--- config.mk ---
export PLATFORM = sky130hd
export DESIGN_NAME = MissRequestPort
export DESIGN_NICKNAME = d
export VERILOG_FILES = /design/src/MissRequestPort.sv
export VERILOG_INCLUDE_DIRS = /design/src /design/src/src
export SDC_FILE = /design/constraint.sdc
export NUM_CORES = 1
export LEC_CHECK = 0
export BUFFER_PORTS_ARGS = -buffer_cell sky130_fd_sc_hd__buf_2
export CAP_MARGIN = 20
export CORE_AREA = 4 4 60 117
export CTS_BUF_LIST = sky130_fd_sc_hd__clkbuf_4
export DETAILED_ROUTE_END_ITERATION = 12
export DIE_AREA = 0 0 64 121
export GPL_TIMING_DRIVEN = 0
export PLACE_DENSITY = 0.75
export SLEW_MARGIN = 5
export SYNTH_ARGS = -nofsm -noshare
export SYNTH_HDL_FRONTEND = slang
export SYNTH_SLANG_ARGS = --single-unit
--- constraint.sdc ---
create_clock -name clk -period 3.9 [get_ports clk]
set_clock_uncertainty 0.1 [all_clocks]
set_input_delay 0.195 -clock clk [delete_from_list [all_inputs] [get_ports clk]]
set_output_delay 0.195 -clock clk [all_outputs]
set_load 0.05 [all_outputs]
--- src/Memory_params.svh ---
// Memory subsystem parameters
`ifndef MEMORY_PARAMS_SVH
`define MEMORY_PARAMS_SVH

// width of a word address into main memory.
`define ADDR_WIDTH 10

// width of one data word moved between the caches and memory.
`define DATA_WIDTH 32

// number of words held by the main memory array.
// this should stay equal to 2 ** ADDR_WIDTH so every address hits a word.
`define MEM_DEPTH 1024

// cycles main memory stays busy on each access before its done pulse.
// any value of 1 or more is valid.
`define MEM_LATENCY 3

`endif

--- src/MissRequestPort.sv ---
// Cache miss request port
`include "Memory_params.svh"

module MissRequestPort (
    input  logic                   clk,
    input  logic                   rst,
    // request from the cache side.
    input  logic                   reqValid,
    input  logic                   isWrite,
    input  logic [`ADDR_WIDTH-1:0] addr,
    input  logic [`DATA_WIDTH-1:0] writeData,
    output logic                   busy,
    output logic                   done,
    output logic [`DATA_WIDTH-1:0] readData,
    // request toward the arbiter.
    output logic                   readReq,
    output logic                   writeReq,
    output logic [`ADDR_WIDTH-1:0] reqAddr,
    output logic [`DATA_WIDTH-1:0] reqWriteValue,
    input  logic                   readGrant,
    input  logic                   writeGrant,
    input  logic [`DATA_WIDTH-1:0] readValue
);

    // a new request is taken only while no other one is outstanding.
    // anything offered while busy is dropped, so the cache must watch busy.
    logic accept;

    // the arbiter answered the request that this port is presenting.
    logic granted;

    assign accept  = reqValid && !busy;
    assign granted = (readReq && readGrant) || (writeReq && writeGrant);

    // control flags.
    // the request bits rise one edge after acceptance and fall on the edge
    // that ends the grant cycle, which is also where done rises for one cycle.
    always_ff @(posedge clk) begin
        if (rst) begin
            busy     <= 1'b0;
            done     <= 1'b0;
            readReq  <= 1'b0;
            writeReq <= 1'b0;
        end else begin
            done <= 1'b0;
            if (accept) begin
                busy     <= 1'b1;
                readReq  <= !isWrite;
                writeReq <= isWrite;
            end else if (granted) begin
                busy     <= 1'b0;
                done     <= 1'b1;
                readReq  <= 1'b0;
                writeReq <= 1'b0;
            end
        end
    end

    // request payload.
    // address and write data are held steady from acceptance until the grant.
    // the read word is kept until the next read completes.
    always_ff @(posedge clk) begin
        if (accept) begin
            reqAddr       <= addr;
            reqWriteValue <= writeData;
        end
        if (readReq && readGrant) begin
            readData <= readValue;
        end
    end

endmodule

* Word level (Yosys, flattened, before mapping)
Cells that the tools add are included.
** Cells by class
- $add $sub $neg :: 0
- Div/mod/pow operators :: 0
- $mul :: 0
- Bitwise logic cells :: 0
- Muxes and demuxes :: 5
- Reduce and logical (&&, ||, !) cells :: 8
- Shift operators :: 0
- Equality and inequality tests :: 0
- $lt $le $gt $ge :: 0
** Operator list (count)
- 1-bit 2-to-1 mux :: 5
- 1-bit logical AND :: 3
- 1-bit zero test :: 2
- 2-bit nonzero test :: 1
- 2-bit OR reduction :: 1
- 1-bit logical OR :: 1
** Storage, ports and cells
- Bits in latches :: 0
- Memory bits (read-only) :: 0
- RAM bits :: 0
- Register bits after elaboration :: 78
- Bits of input ports :: 80
- Memories kept :: 0
- Word-level logic and storage cells :: 20

* Longest topological paths before layout
Gate-level depths: netlist of run 1.
- Word-level depth :: 4
- Mapped depth :: 2

* Least setup slack after synthesis of run 1
Ideal clock, no wire load.
- Path kind :: register to register
- Start :: register busy
- End :: register reqAddr[0] (enable)
- Setup time :: 0.452 ns
- Cell stages (with the launch flop) :: 2
- Arrival :: 2.567 ns
- Setup slack :: 0.781 ns
- Clock period less this slack :: 3.119 ns
- Path through :: dfxtp_1 -> nor2b_1
** Between the ends
- Cells in the longest elaborated chain, start to end :: 2
** Ends and longest elaborated chain
- from (decl) :: line MissRequestPort.sv:12 : output logic busy,
- from (signal assigned) :: line MissRequestPort.sv:40 : busy <= 1'b0;
- from (signal assigned) :: line MissRequestPort.sv:47 : busy <= 1'b1;
- from (signal assigned) :: line MissRequestPort.sv:51 : busy <= 1'b0;
- 1-bit zero test :: line MissRequestPort.sv:32 : assign accept = reqValid && !busy;
- 1-bit logical AND :: line MissRequestPort.sv:32
- named net accept :: line MissRequestPort.sv:27 : logic accept;
- to (signal assigned) :: line MissRequestPort.sv:64 : reqAddr <= addr;
- to (decl) :: line MissRequestPort.sv:18 : output logic [`ADDR_WIDTH-1:0] reqAddr,
The timed path passes the listed nets, and every way through them passes these cells.
A chain may end at the register's enable or synchronous reset.

==> results of run 1 <==
## cell type report
type,instances,area (um^2)
multi-input combinational,10,90.1
tap,86,108
timing repair buffer,237,1620
antenna,1,2.50
sequential,78,2300
clock inverter,6,86.3
inverter,3,11.3
clock buffer,10,75.1
fill,399,1910
## Yosys cell counts (all sizes together)
cell | instances | share of area
a22o | 1 | 0.0037
and2 | 1 | 0.0026
dfxtp | 4 | 0.033
edfxtp | 74 | 0.93
inv | 3 | 0.0047
nand2b | 1 | 0.0026
nand4bb | 1 | 0.0047
nor2b | 1 | 0.0026
nor3b | 1 | 0.0031
o2bb2ai | 1 | 0.0037
o41ai | 2 | 0.0073
or4b | 1 | 0.0042
## path summary, 6_finish.rpt
kind | startpoint | to | slack [ns] | depth (start not counted)
setup / recovery | rst | readReq | 2.07 | 5
hold / removal | writeGrant | readReq | 0.06 | 3
setup reg to reg | busy | readReq | 2.14 | 3
hold reg to reg | readReq | readReq | 0.40 | 2
## logic make-up after synthesis
| kind of cell | Yosys count | synth area share |
|---|---|---|
| DFF | 78 | 0.961 |
| and+or+nand+nor | 6 | 0.0198 |
| AOI/OAI and AO/OA | 4 | 0.0146 |
| buffers and inverters | 3 | 0.00470 |
## where the power goes
group	internal (uW)	switching (uW)
clock	266	268
combinational	118	214
sequential	969	15.4
total	1350	498
## routing by layer
layer	global-route usage	vias to the layer above	wire length (um)
met2	0.345	135	4060
li1	-	865	-
met4	0.0988	0	101
met1	0.210	913	2620
met5	0	-	0
met3	0.0714	7	733
## flip-flops by register name, indices dropped and copies added, names as in the netlist
register	cells
busy	1
done	1
writeReq	1
readReq	1
reqWriteValue	32
readData	32
reqAddr	10
## metrics by stage
step	power, uW	utilization	instance area (um^2)	instances
floorplan	1170	-	2400	91
global placement	1250	0.530	3290	334
detailed placement	1270	0.540	3350	336
CTS	1850	0.692	4290	430
global route	1920	0.692	4300	431
finish	1850	0.692	4300	431
## worst reg2reg max path, cell delays in order (launching register included)
cell                            delay (ns)
sky130_fd_sc_hd__dfxtp_1              0.38
sky130_fd_sc_hd__or4b_1               0.54
sky130_fd_sc_hd__dlygate4sd3_1        0.58
sky130_fd_sc_hd__o41ai_1              0.06
## cells in the final DEF, fill, tap and decap left out
cell                            synthesis  layout
sky130_fd_sc_hd__a22o_1                 1       1
sky130_fd_sc_hd__buf_2                  0     157
sky130_fd_sc_hd__nor2b_4                0       1
sky130_fd_sc_hd__nand4bb_1              1       1
sky130_fd_sc_hd__nor3b_1                1       1
sky130_fd_sc_hd__clkinv_2               0       2
sky130_fd_sc_hd__inv_1                  3       3
sky130_fd_sc_hd__diode_2                0       1
sky130_fd_sc_hd__edfxtp_1              74      74
sky130_fd_sc_hd__dlygate4sd3_1          0      78
sky130_fd_sc_hd__clkbuf_4               0      10
sky130_fd_sc_hd__nand2b_1               1       1
sky130_fd_sc_hd__clkinvlp_4             0       1
sky130_fd_sc_hd__buf_16                 0       2
sky130_fd_sc_hd__o41ai_1                2       2
sky130_fd_sc_hd__o2bb2ai_1              1       1
sky130_fd_sc_hd__and2_1                 1       1
sky130_fd_sc_hd__clkinv_4               0       1
sky130_fd_sc_hd__or4b_1                 1       1
sky130_fd_sc_hd__bufinv_16              0       2
sky130_fd_sc_hd__dfxtp_1                4       4
==> out/metrics.json, run 1 <==
{
  "postCtsSetupRepairBufs": 0,
  "final-max-slew-violation-count": 0,
  "post_route_cells_drive_above_1_share": 0.512,
  "clock_root_buffer": "sky130_fd_sc_hd__clkbuf_4",
  "postSynthAreaPerCell_um2": 26.3,
  "kind_of_start_point_of_the_critical_path": "input port",
  "arrival_ns": 2.04,
  "finalNetCount": 419,
  "io_pins": 158,
  "timing.final.ws_setup_ns": 2.07,
  "cp_data_required_time_ns": 4.11,
  "crit_path_cell_trace": "dlygate4sd3_1 -> buf_2 -> or4b_1 -> dlygate4sd3_1 -> o41ai_1",
  "max_cap_viol_count": 0,
  "slowest_stage": "sky130_fd_sc_hd__dlygate4sd3_1",
  "synth-seq-area-share": 0.961,
  "crit_path_frequent_cell": "sky130_fd_sc_hd__dlygate4sd3_1",
  "unrepaired_setup_endpoints_after_global_routing": "false",
  "worst_path_largest_cell_delay_ns": 0.58,
  "dp.final_hpwl_um": 4270,
  "die_width_um": 64,
  "drt_wl_total_um": 7510,
  "cts-buffers-inserted": 9,
  "drt_pass1_iterations": 4,
  "worst_hold_path_type": "in -> reg",
  "syn-cell-area_um2": 2400,
  "antenna_found_initial": 1,
  "post_synth_num_cell_types": 12,
  "detailedRoute.firstIterationViolations": 66,
  "dr_total_vias": 1920,
  "kind_of_end_point_of_the_critical_path": "flop",
  "antenna_violating_nets_post_route": 0,
  "max-vdd-ir-drop_mv": 0.310,
  "post-route-period-util": 0.469,
  "wire_length_of_the_first_global_routing_pass_um": 11000,
  "worst_path_dominant_cell_family": "buffers and inverters",
  "critical_path_class": "in -> reg",
  "pin_count_of_the_biggest_net_entering_global_routing": 26,
  "clock_transition_at_the_register_clock_pins_on_the_worst_setup_and_hold_paths_after_cts_ns": 0.10,
  "fp.dieH_um": 121,
  "synthesis.yosys.warnings": 0,
  "areaGrowthSynthToFinish_pct": 79.3,
  "cts-htree-levels": 3,
  "hold_slack_final_ns": 0.0605,
  "clkSinkCount": 78,
  "power.static_leakage_uw": 0.00182,
  "insertion_delay_ns": 0.41,
  "vias_in_the_first_global_route": 2005,
  "syn-num-nets": 171,
  "wl_per_cell_um": 17.4,
  "place_congestion": 0.741,
  "floorplan.core_area_um2": 6210,
  "max-clock-path-buffers": 2,
  "finalHoldViolCount": 0,
  "fp.dieArea_um2": 7740,
  "post-route-min-period_ns": 1.83,
  "crit_path_max_fanout": 7,
  "yosys_register_bits": 78,
  "syn-instance-count": 91,
  "max_freq_mhz": 546,
  "critical_path.n_buffers_inverters": 3,
  "io_buffer_count": 157,
  "worst-slew-pin-transition_ns": 0.725,
  "outcome": "completed",
  "post_cts_hold_fix_bufs": 78,
  "cts_resized": 0,
  "grt_usage": 0.200,
  "routed_via_density": 4.45,
  "setup_total_negative_slack_ns": 0,
  "rows": 41,
  "pwr_density_cell_nw_per_um2": 431,
  "max-slew-margin-rel": 0.516,
  "drt_drc_violations_left": 0,
  "final-setup-viol-count": 0,
  "cts_tree": "done",
  "start_util": 0.386,
  "dpl_worst_slack_ns": 2.29,
  "gr-total-overflow": 0
}
Note: power is estimated with default switching activity, not from simulation.
==> run 2: changes to the inputs <==
CORE_AREA = 4 4 61 118   (was 4 4 60 117)
DIE_AREA = 0 0 65 122   (was 0 0 64 121)
PLACE_DENSITY = 0.76   (was 0.75)
clock period = 1.5 ns   (was 3.9 ns; I/O delays follow)
==> run 2 against run 1 <==
Effect of this change: combinational power increased to 2.6 times the previous value; count of clock-buffer cells in the layout unchanged; cell count increased by 0.46%; sequential share of layout area increased by 0.26 points; flip-flop and latch count unchanged; critical path depth decreased by 2; largest cell class unchanged; highest routed layer unchanged.
==> out/metrics.json, run 2 (synthesis results as in run 1) <==
{
  "dr_total_vias": 1913,
  "drt_drc_violations_left": 0,
  "post-route-period-util": 0.962,
  "max-slew-margin-rel": 0.559,
  "multi_input_area_um2": 106,
  "final-setup-viol-count": 0,
  "wire_length_of_the_first_global_routing_pass_um": 11100,
  "final_common_cell": "sky130_fd_sc_hd__buf_2",
  "clock_transition_at_the_register_clock_pins_on_the_worst_setup_and_hold_paths_after_cts_ns": 0.13,
  "kind_of_start_point_of_the_critical_path": "flop",
  "hold_path.startpoint": "writeData[12]",
  "power.static_leakage_uw": 0.00181,
  "crit_path_max_fanout": 6,
  "hold_slack_final_ns": 0.242,
  "reg.largest.list": "readData: 32 flops, reqWriteValue: 32 flops, reqAddr: 10 flops",
  "worst-slew-pin-transition_ns": 0.660,
  "critical_path.n_buffers_inverters": 1,
  "rows": 41,
  "post-route-min-period_ns": 1.44,
  "start_util": 0.380,
  "die_width_um": 65,
  "fp.dieH_um": 122,
  "min_delay_worst_endpoint": "reqWriteValue[12]",
  "cts_tree": "done",
  "dpl_worst_slack_ns": -0.268,
  "slowest_stage": "sky130_fd_sc_hd__dlygate4sd3_1",
  "reg2reg_from": "busy",
  "max-vdd-ir-drop_mv": 0.860,
  "worst_path_dominant_cell_family": "buffers and inverters",
  "io_pins": 158,
  "cts-htree-levels": 3,
  "final_cell_mix": "sky130_fd_sc_hd__buf_2 (157), sky130_fd_sc_hd__dlygate4sd3_1 (80), sky130_fd_sc_hd__edfxtp_1 (74)",
  "detailedRoute.firstIterationViolations": 95,
  "sequential_cell_area_um2": 2310,
  "cts-buffers-inserted": 9,
  "pwr_density_cell_nw_per_um2": 1120,
  "final-max-slew-violation-count": 0,
  "cp-startpoint": "busy",
  "gr-total-overflow": 0,
  "routed_via_density": 4.42,
  "finalNetCount": 420,
  "place_congestion": 0.734,
  "outcome": "completed",
  "clock_root_buffer": "sky130_fd_sc_hd__clkbuf_4",
  "insertion_delay_ns": 0.42,
  "antenna_found_initial": 1,
  "r2r_setup_slack_ns": 0.06,
  "cp_data_required_time_ns": 1.70,
  "areaGrowthSynthToFinish_pct": 78.9,
  "io_buffer_count": 157,
  "post_route_cells_drive_above_1_share": 0.516,
  "pin_count_of_the_biggest_net_entering_global_routing": 33,
  "fin_total_pwr_uw": 4820,
  "unrepaired_setup_endpoints_after_global_routing": "false",
  "worst_path_largest_cell_delay_ns": 0.58,
  "floorplan.core_area_um2": 6310,
  "antenna_violating_nets_post_route": 0,
  "timing.final.ws_setup_ns": 0.0577,
  "worstReg2RegEnd": "writeReq",
  "fill_cells": 426,
  "fp.dieArea_um2": 7930,
  "drt_wl_total_um": 7400,
  "max_freq_mhz": 693,
  "worst_hold_path_type": "in -> reg",
  "kind_of_end_point_of_the_critical_path": "flop",
  "placement.cell_area_um2": 3300,
  "arrival_ns": 1.64,
  "crit_path_cell_trace": "nand4bb_1 -> dlygate4sd3_1 -> o41ai_1",
  "vias_in_the_first_global_route": 2178,
  "final_cells": 433,
  "finalHoldViolCount": 0,
  "grt_usage": 0.199,
  "dp.final_hpwl_um": 4210,
  "worst_hold_stages": 2,
  "clkSinkCount": 78,
  "max_cap_viol_count": 0,
  "place.detailed.instances": 334,
  "max-clock-path-buffers": 2,
  "final_area_um2": 4290,
  "r2r.worst_path.cells": 3,
  "drt_pass1_iterations": 4,
  "critical_path_class": "reg -> reg",
  "wl_per_cell_um": 17.1
}
## run 2: worst register-to-register path, stage by stage, from the launching register on
cell                            delay, ns
sky130_fd_sc_hd__dfxtp_4             0.42
sky130_fd_sc_hd__nand4bb_1           0.12
sky130_fd_sc_hd__dlygate4sd3_1       0.58
sky130_fd_sc_hd__o41ai_1             0.09
## run 2: how the worst max path moves through the flow
stage | to | slack [ns] | cells after the start
final | writeReq | 0.06 | 3
after global routing | writeReq | 0.02 | 3
after CTS | reqWriteValue[27] | 0.09 | 1
after detailed placement | reqWriteValue[12] | -0.27 | 1
after global placement | reqWriteValue[2] | -0.22 | 1
after floorplan | reqAddr[0] | -0.12 | 1
## run 2: per-layer routing
layer | GRT usage | routed length [um]
met4 | 0.119 | 243
met5 | 0 | 0
met1 | 0.189 | 2430
met2 | 0.335 | 3910
met3 | 0.0987 | 823
## run 2: power breakdown
part           switching (uW)  internal [uW]
Clock                     709            692
Combinational             559            294
Sequential               41.8           2520
## run 2: repair_timing
action                                  in CTS  in global routing
setup buffers                                0                  0
hold buffers                                80                  0
endpoints found under the setup margin      46                  0
gates resized for setup                      1                  0
hold endpoints to repair                    78                  0
## run 2: layout make-up
class                           count  share of cell area
Timing Repair Buffer              237               0.370
Clock inverter                      6              0.0201
Sequential cell                    78               0.538
Multi-Input combinational cell     11              0.0248
Clock buffer                       10              0.0175
Tap cell                           86              0.0251
Inverter                            3             0.00263
Antenna cell                        2             0.00117
## run 2: metrics by stage
step	util	TNS (ns)
floorplan	-	-4.94
global placement	0.524	-9.74
detailed placement	0.524	-11.92
CTS	0.678	0
global route	0.679	0
finish	0.679	0
