`src/Memory_params.svh`:
```
// Memory subsystem parameters
`ifndef MEMORY_PARAMS_SVH
`define MEMORY_PARAMS_SVH

// width of a word address into main memory.
`define ADDR_WIDTH 10

// width of one data word moved between the caches and memory.
`define DATA_WIDTH 32

// number of words held by the main memory array.
// this should stay equal to 2 ** ADDR_WIDTH so every address hits a word.
`define MEM_DEPTH 1024

// cycles main memory stays busy on each access before its done pulse.
// any value of 1 or more is valid.
`define MEM_LATENCY 3

`endif

```
`src/ArbiterTypes.sv`:
```
// Arbiter type definitions
package ArbiterTypes;

    // arbiter state encoding.
    // bit 2 marks an access in progress, bit 1 selects the instruction cache,
    // and bit 0 marks a write.
    typedef enum logic [2:0] {
        None        = 3'h0,
        DCacheRead  = 3'h4,
        DCacheWrite = 3'h5,
        ICacheRead  = 3'h6,
        ICacheWrite = 3'h7
    } ArbiterState;

    // which miss port an access belongs to.
    typedef enum logic {
        ICache = 1'b0,
        DCache = 1'b1
    } Requester;

endpackage

```
`src/MemoryTypes.sv`:
```
// Main memory type definitions
package MemoryTypes;

    // operation requested from main memory.
    typedef enum logic {
        Read  = 1'b0,
        Write = 1'b1
    } MemoryOp;

    // main memory controller state.
    // idle waits for an enable, busy counts off the access latency,
    // and done is the single cycle in which the access completes.
    typedef enum logic [1:0] {
        Idle = 2'd0,
        Busy = 2'd1,
        Done = 2'd2
    } MemoryState;

endpackage

```
`src/MemoryAccessArbiter.sv`:
```
// Fixed priority memory arbiter
`include "Memory_params.svh"

module MemoryAccessArbiter
    import ArbiterTypes::*;
    import MemoryTypes::*;
(
    input  logic                   clk,
    input  logic                   rst,
    // instruction cache miss port.
    input  logic                   icReadReq,
    input  logic                   icWriteReq,
    input  logic [`ADDR_WIDTH-1:0] icAddr,
    input  logic [`DATA_WIDTH-1:0] icWriteValue,
    output logic                   icReadGrant,
    output logic                   icWriteGrant,
    output logic [`DATA_WIDTH-1:0] icReadValue,
    // data cache miss port.
    input  logic                   dcReadReq,
    input  logic                   dcWriteReq,
    input  logic [`ADDR_WIDTH-1:0] dcAddr,
    input  logic [`DATA_WIDTH-1:0] dcWriteValue,
    output logic                   dcReadGrant,
    output logic                   dcWriteGrant,
    output logic [`DATA_WIDTH-1:0] dcReadValue,
    // main memory side.
    output logic                   memoryEnable,
    output MemoryOp                memoryOp,
    output logic [`ADDR_WIDTH-1:0] memoryAddr,
    output logic [`DATA_WIDTH-1:0] memoryWriteValue,
    input  logic                   memoryDone,
    input  logic [`DATA_WIDTH-1:0] memoryReadValue
);

    ArbiterState state;
    ArbiterState nextState;

    // port that owns the current access, decoded from the state.
    Requester current;

    // next state.
    // in None the highest priority request wins, data write first,
    // then data read, instruction write and instruction read.
    // any other state is held until memory reports completion.
    always_comb begin
        if (state == None) begin
            if (dcWriteReq) begin
                nextState = DCacheWrite;
            end else if (dcReadReq) begin
                nextState = DCacheRead;
            end else if (icWriteReq) begin
                nextState = ICacheWrite;
            end else if (icReadReq) begin
                nextState = ICacheRead;
            end else begin
                nextState = None;
            end
        end else begin
            nextState = memoryDone ? None : state;
        end
    end

    always_ff @(posedge clk) begin
        if (rst) begin
            state <= None;
        end else begin
            state <= nextState;
        end
    end

    // bit 1 of the state picks the instruction cache, bit 0 picks a write.
    assign current      = state[1] ? ICache : DCache;
    assign memoryEnable = (state != None);
    assign memoryOp     = state[0] ? Write : Read;

    // steer the owner's address and data to memory.
    // while idle the memory inputs are parked at zero.
    always_comb begin
        if (state == None) begin
            memoryAddr       = '0;
            memoryWriteValue = '0;
        end else if (current == DCache) begin
            memoryAddr       = dcAddr;
            memoryWriteValue = dcWriteValue;
        end else begin
            memoryAddr       = icAddr;
            memoryWriteValue = icWriteValue;
        end
    end

    // the read word goes to both ports, and only the grant for the
    // active state rises, in the same cycle as the memory done.
    assign icReadValue  = memoryReadValue;
    assign dcReadValue  = memoryReadValue;
    assign icReadGrant  = (state == ICacheRead) && memoryDone;
    assign icWriteGrant = (state == ICacheWrite) && memoryDone;
    assign dcReadGrant  = (state == DCacheRead) && memoryDone;
    assign dcWriteGrant = (state == DCacheWrite) && memoryDone;

endmodule

```
`config.mk`:
```
export PLATFORM = sky130hd
export DESIGN_NAME = MemoryAccessArbiter
export DESIGN_NICKNAME = d
export VERILOG_FILES = /design/src/ArbiterTypes.sv /design/src/MemoryTypes.sv /design/src/MemoryAccessArbiter.sv
export VERILOG_INCLUDE_DIRS = /design/src /design/src/src
export SDC_FILE = /design/constraint.sdc
export NUM_CORES = 1
export LEC_CHECK = 0
export ABC_AREA = 1
export ABC_CLOCK_PERIOD_IN_PS = 1330
export BUFFER_PORTS_ARGS = -buffer_cell sky130_fd_sc_hd__buf_2
export CORE_AREA = 5 5 87 89
export DETAILED_ROUTE_END_ITERATION = 16
export DIE_AREA = 0 0 92 94
export PLACE_DENSITY = 0.79
export SLEW_MARGIN = 0
export SYNTH_ARGS = -nofsm -noshare
export SYNTH_HDL_FRONTEND = slang
export SYNTH_SLANG_ARGS = --single-unit
```
`constraint.sdc`:
```
create_clock -name clk -period 1.33 [get_ports clk]
set_input_delay 0.133 -clock clk [delete_from_list [all_inputs] [get_ports clk]]
set_output_delay 0.133 -clock clk [all_outputs]
set_load 0.02 [all_outputs]
```
# Yosys cells after proc, flatten, opt, wreduce, memory -nomap -nowiden
# Index checks and enable logic that the tools add are counted.
classes:
  eq_ne: 4
  mux: 11
  reduce_logical: 7
op_table:
  columns: ["operator", "n"]
  rows:
  - ["$mux W32", 2]
  - ["$mux W10", 2]
  - ["$mux W3", 6]
  - ["$eq A3 B3 Y1 const B", 4]
  - ["$logic_and A1 B1 Y1", 4]
  - ["$logic_not A3 Y1", 1]
  - ["$reduce_bool A3 Y1", 1]
  - ["$reduce_bool A2 Y1", 1]
  - ["$mux W1", 1]
totals:
  register_bits: 3
  in_bits: 123
  out_inout_bits: 112
  wordCells: 23

# Logic depth before layout (Yosys ltp)
# Gate-level depths: netlist of the first run.
depth:
  ltp_word: 5
  ltp_mapped: 8
  depth_no_buf: 6

# Worst setup path after synthesis of the first run
# Ideal clock, no wire load.
synth_timing:
  kind: "reg-to-output"
  start: "register state[0]"
  end: "output memoryAddr[0]"
  arrival_ps: 1168
  setup_slack_ps: 29
  path_stages_with_launch: 8
  n_path_buf: 1
  cell_sequence: "dfxtp_1 inv_1 nand2_4 nor2_8 inv_6 buf_6 nand2_2 inv_1"
synth_via:
  elab_chain_len: 2
synth_lines:
  columns: ["item", "line", "text"]
  rows:
  - ["from (decl)", "MemoryAccessArbiter.sv:35", "ArbiterState state;"]
  - ["from (signal assigned)", "MemoryAccessArbiter.sv:65", "state <= None;"]
  - ["from (signal assigned)", "MemoryAccessArbiter.sv:67", "state <= nextState;"]
  - ["$logic_not A3 Y1", "MemoryAccessArbiter.sv:79", "if (state == None) begin"]
  - ["$mux W10", "MemoryAccessArbiter.sv:79", null]
  - ["to (decl)", "MemoryAccessArbiter.sv:29", "output logic [`ADDR_WIDTH-1:0] memoryAddr,"]
# No other way between the ends.

# Worst setup path after layout of the first run
layout_timing:
  start: "register state[1]"
  end: "output memoryAddr[9]"
layout_via:
  elab_chain_len: 2
  elab_cells_between_ends: 3
layout_lines:
  columns: ["item", "line"]
  rows:
  - ["$logic_not A3 Y1 or $mux W10 (tied branches)", "MemoryAccessArbiter.sv:79, MemoryAccessArbiter.sv:82"]
  - ["$mux W10 *", "MemoryAccessArbiter.sv:79"]
# Every way passes the cells marked *; elsewhere a longest branch is shown, timed or not.

==> results of run 1 <==
## worst paths after layout
| kind | startpoint | slack [ps] | to |
|---|---|---|---|
| worst max register to register | state[1] | 260 | state[0] |
| worst min register to register | state[2] | 520 | state[2] |
| worst max-delay path | state[1] | -100 | memoryAddr[9] |
| worst min-delay path | rst | 100 | state[1] |
## critical path, delay by kind of cell (launching register included)
family	cells	cell delay, ps
and+or+nand+nor	3	330
DFF	1	350
buffers and inverters	4	400
## routing by layer
metal  part of all wire  vias up  GRT usage
li1                   -      983          -
met5                  0        -          0
met4              0.030        0     0.0495
met1               0.36      804      0.106
met2               0.51      107      0.203
met3               0.10       18     0.0232
## layout make-up
class                   instances  area (um^2)  area share
clock buffers                   4         45.0      0.0220
inverters                      48          198      0.0965
multi-input cells             191          781       0.381
flip-flops and latches          3         65.1      0.0317
well taps                      80          100      0.0488
repair buffers                144          861       0.420
## cells in the final DEF, fill, tap and decap left out, drive strengths merged
| master | netlist | layout |
|---|---|---|
| clkbuf | 0 | 5 |
| a21oi | 3 | 3 |
| dfxtp | 3 | 3 |
| inv | 48 | 48 |
| nand2 | 180 | 180 |
| nor3 | 3 | 3 |
| buf | 77 | 143 |
| nor2 | 5 | 5 |
## power by group through the flow
stage / sequential [uW] / clock, uW / combinational [uW]
floorplan: 118 / 0 / 1010
global placement: 115 / 0 / 1050
detailed placement: 115 / 0 / 1070
CTS: 115 / 272 / 1170
global route: 117 / 282 / 1310
finish: 115 / 271 / 1190
## kinds of logic after synthesis
| logic type | count (synthesis) | synth area share |
|---|---|---|
| AOI/OAI and AO/OA | 3 | 0.00939 |
| and+or+nand+nor | 188 | 0.473 |
| DFF | 3 | 0.0376 |
| buffers and inverters | 125 | 0.480 |
## stage by stage
stage                     total power [uW]  TNS (ps)
after floorplan                       1120         0
after global placement                1170         0
after detailed placement              1190         0
after CTS                             1560     -2170
after global routing                  1710     -5270
final                                 1580     -3260
## repair_timing
action,4_1_cts,5_1_grt
gates resized for setup,37,4
endpoints found under the setup margin,44,45
gates cloned,0,1
pin swaps,0,1
setup buffers,0,1
==> run_results.csv, run 1 <==
group,metric,value,unit
setup_path,max_stage_delay,350,ps
placement,portBuffers,138,
setup_path,cpMaxStageDelayCell,"dfxtp_4",
timing,fin_crit_sh,1.07,
synthesis,synth_top_cell_by_area,"nand2_1",
placement,dpl_cell_area,0.00186,mm^2
worst_hold_path,hp-class,"in -> reg",
clock_network,cts_hold_buffers,0,
clock_network,cts_buffer_depth,2,
clock_network,cts_tree,"done",
setup_path,crit_arrival,1290,ps
layout,post-route-util,0.307,
power,intPower,778,uW
power,p_per_area,771,mW/mm^2
layout,fillers,751,
route,vias,1912,
layout,final_nets,514,
floorplan,rows,30,
timing,setup_slack,-95.6,ps
worst_hold_path,min_path_cells,2,
synthesis,synthArstFlopShare,0,
synthesis,yosysSeqAreaShare,0.0376,
power,clkPwrFrac,0.172,
placement,place_congestion,0.704,
placement,dp_slack,58.1,ps
power,switchingPower,801,uW
timing,min_period,1430,ps
layout,diodes,0,
global_routing,grt_max_degree,45,
layout,drive_above_1_share,0.426,
synthesis,yosys.area.top_type_share,0.399,
synthesis,synth_seq_cells,3,
layout,largest_registers,"state x3",
route,drt-total-wl,5160,um
synthesis,yosysMostFrequentCell,"nand2_1",
timing,finalClockSkew,3.58,ps
timing,setup_violations,44,
global_routing,grt.overflow.total,0,
power,p_leak,0.00156,uW
clock_network,cts_sinks,3,
floorplan,ios,235,
synthesis,synth_edf_count,0,
setup_path,worstSetupPathType,"reg -> out",
layout,areaGrowthSynthToFinish,28.3,%
layout,regMostFlops,"state",
power,ir_worst_vdd,545,uV
route,drtIter0Drc,85,
synthesis,syn_avg_cell_area,5.01,um^2
run_status,outcome,"finished with violations",
power,switching_share,0.507,
setup_path,required,1200,ps
setup_path,worstPathMaxFanout,43,
clock_network,clock_latency,220,ps
power,pwr-share-comb,0.755,
global_routing,grtUsageTotal,0.105,
synthesis,synth_ff_type,"dfxtp_1",
route,vias_per_cell,4.07,
placement,dpl.hpwl,3870,um
floorplan,start_util,0.239,
floorplan,core,0.00668,mm^2
global_routing,grt_pass1_vias,1810,
placement,dpl.cell_count,464,
timing,rsz0062_at_grt,"true",
setup_path,startpoint_type,"flop",
timing,timing.slew.headroom,0.839,
clock_network,h-tree-depth,1,
timing,worst_pin_slew,240,ps
layout,largest_reg_flops,3,
floorplan,die_x,92,um
synthesis,synth.area.top_cells,"nand2_1 40%, buf_4 30%, inv_1 11%, dfxtp_1 3.8%, buf_6 3.5%",
route,drt_pre_antenna_iters,4,
synthesis,yosysUniqueCellTypes,13,
clock_network,cts-buffers-inserted,3,
route,ant_nets,0,
floorplan,dieArea,0.00865,mm^2
global_routing,antenna_found_initial,0,
run_status,violations,"negative setup slack",
synthesis,synthCells,319,
synthesis,synth_warnings,0,
synthesis,syn-cell-area,0.00160,mm^2
synthesis,yosys-top-cells-count,"170 x nand2_1, 64 x buf_4, 46 x inv_1",
global_routing,grt_pass1_wl,7660,um
route,drc,0,
timing,fmax,701,MHz
synthesis,syn_nets,442,
clock_network,cts-root-buf,"clkbuf_8",
timing,hold_violations,0,
setup_path,r2r_cells,6,
setup_path,end_kind,"output pin",
timing,drv_slew,0,
clock_network,clk_pin_slew,30,ps
layout,fin_cells,470,
route,wl_per_cell,11.0,um
timing,hold_ws,100,ps
setup_path,path_cells,"inv_6 > nand2_4 > nor2_8 > inv_12 > nand2_1 > inv_1 > buf_4",
run,maxCapViolations,0,
floorplan,die_y,94,um
layout,design_area,0.00205,mm^2
power,p_seq_frac,0.073,
Power figures use the tool's default switching activity.
==> run 2: changes to the inputs <==
--- a/config.mk
+++ b/config.mk
@@ -9,10 +9,11 @@
 export ABC_AREA = 1
 export ABC_CLOCK_PERIOD_IN_PS = 1330
 export BUFFER_PORTS_ARGS = -buffer_cell sky130_fd_sc_hd__buf_2
-export CORE_AREA = 5 5 87 89
+export CORE_AREA = 5 5 89 91
 export DETAILED_ROUTE_END_ITERATION = 16
-export DIE_AREA = 0 0 92 94
-export PLACE_DENSITY = 0.79
+export DIE_AREA = 0 0 94 96
+export PLACE_DENSITY = 0.76
+export SETUP_SLACK_MARGIN = 0.2
 export SLEW_MARGIN = 0
 export SYNTH_ARGS = -nofsm -noshare
 export SYNTH_HDL_FRONTEND = slang
==> run_results.csv, run 2 (same netlist as run 1, synthesis figures left out) <==
group,metric,value,unit
run_status,outcome,"finished with violations",
run_status,violations,"negative setup slack",
clock_network,cts_buffer_depth,2,
setup_path,worstPathMaxFanout,10,
global_routing,grt_pass1_wl,9090,um
worst_hold_path,hp-start,"rst",
clock_network,cts_tree,"done",
global_routing,grt.overflow.total,0,
layout,largest_registers,"state x3",
route,drt-total-wl,6770,um
placement,portBuffers,138,
placement,dp_slack,24.3,ps
timing,rsz0062_at_grt,"true",
timing,timing.slew.headroom,0.888,
global_routing,grt_max_degree,44,
layout,fillers,779,
timing,setup_violations,44,
setup_path,reg2reg_to,"state[0]",
power,p_leak,0.00170,uW
timing,worst_pin_slew,167,ps
floorplan,die_x,94,um
worst_hold_path,min_path_cells,2,
placement,place_congestion,0.779,
timing,fmax,682,MHz
layout,drive_above_1_share,0.536,
route,vias,2017,
setup_path,worstSetupPathType,"reg -> out",
layout,layout_commonest_cell,"nand2_1",
timing,finalClockSkew,2.51,ps
power,ir_worst_vdd,889,uV
route,wl_per_cell,13.5,um
timing,hold_violations,0,
clock_network,cts_sinks,3,
floorplan,rows,31,
route,drt_pre_antenna_iters,4,
setup_path,end_kind,"output pin",
floorplan,core,0.00706,mm^2
setup_path,r2r-start,"state[0]",
setup_path,r2r_cells,8,
route,drtIter0Drc,62,
floorplan,ios,235,
route,drc,0,
layout,final_nets,525,
route,vias_per_cell,4.03,
layout,diodes,0,
worst_hold_path,min_to,"state[1]",
setup_path,startpoint_type,"flop",
clock_network,cts-root-buf,"clkbuf_8",
timing,drv_slew,0,
run,maxCapViolations,0,
timing,min_period,1470,ps
layout,layout_common_cells,"147 x nand2_1, 91 x buf_2, 35 x inv_1, 35 x buf_6, 31 x nand2_2",
timing,fin_crit_sh,1.10,
worst_hold_path,hp-class,"in -> reg",
setup_path,critPathLaunch,"state[0]",
floorplan,dieArea,0.00902,mm^2
global_routing,grtUsageTotal,0.127,
global_routing,antenna_found_initial,0,
clock_network,h-tree-depth,1,
setup_path,crit_arrival,1330,ps
layout,fin_cells,500,
global_routing,grt_pass1_vias,1932,
clock_network,clk_pin_slew,30,ps
setup_path,required,1200,ps
layout,regMostFlops,"state",
route,ant_nets,0,
placement,dpl.hpwl,4460,um
layout,largest_reg_flops,3,
layout,areaGrowthSynthToFinish,61.1,%
power,p_per_area,787,mW/mm^2
clock_network,clock_latency,210,ps
placement,dpl.cell_count,482,
timing,setup_slack,-137,ps
floorplan,die_y,96,um
setup_path,r2r_setup_slack,100,ps
clock_network,cts-buffers-inserted,3,
floorplan,start_util,0.226,
## run 2: changes by cell type in the layout (fill, tap and decap cells not counted), moves of 3 or more
cell and change:
nand2_2 +22, buf_2 -21, inv_1 -9, nand2_1 -23, buf_6 +29, buf_4 -8, inv_2 +8, buf_12 +6
nor3_4 +3, a21oi_2 +3, a21oi_1 -3, buf_16 +3
## run 2: how the worst max path moves through the flow
stage,end,cells after the start
detailed placement,memoryWriteValue[9],7
global route,memoryWriteValue[31],8
finish,memoryWriteValue[31],8
CTS,memoryWriteValue[9],7
floorplan,icReadGrant,4
global placement,memoryWriteValue[13],7
## run 2: cell type report
cell class / instances / area, um^2 / share of cell area
clock buffer: 4 / 45.0 / 0.0175
tap: 99 / 124 / 0.0481
timing repair inverter: 3 / 33.8 / 0.0131
multi-input combinational: 191 / 895 / 0.348
timing repair buffer: 152 / 1200 / 0.466
inverter: 48 / 205 / 0.0797
sequential: 3 / 71.3 / 0.0277
## run 2: critical path: stages (launching register included)
cell	delay [ps]
dfxtp_4	360
inv_6	90
nand2_8	60
nor2_8	130
buf_12	140
inv_6	70
nand2_1	70
inv_1	60
buf_6	120
## run 2: layer usage
| metal | routed length, um | global-route usage | vias to the layer above |
|---|---|---|---|
| met1 | 2440 | 0.142 | 868 |
| met3 | 606 | 0.0250 | 43 |
| met4 | 358 | 0.0602 | 0 |
| met5 | 0 | 0 | - |
| met2 | 3360 | 0.229 | 96 |
| li1 | - | - | 1010 |
## run 2: power by group
group / leakage [uW] / internal [uW] / switching, uW / total, uW
Clock: 0.0000228 / 204 / 56.5 / 261
Combinational: 0.00165 / 742 / 895 / 1640
Sequential: 0.0000267 / 103 / 26.0 / 129
## run 2: through the flow
step	hold WS [ps]	utilization	power [uW]	TNS, ps	cell area, um^2
finish	131	0.365	2030	-4220	2570
global route	128	0.365	2160	-6610	2570
CTS	98.8	0.332	1760	-2800	2340
detailed placement	266	0.268	1210	0	1890
global placement	266	0.268	1190	0	1890
floorplan	192	-	1140	0	1610
## run 2: what timing repair did
item,4_1_cts,5_1_grt
resized for setup,88,46
hold buffers,0,0
pin swaps,2,8
buffers inserted,3,4
hold endpoints to repair,0,0
cloned,4,3
endpoints found under the setup margin,47,47
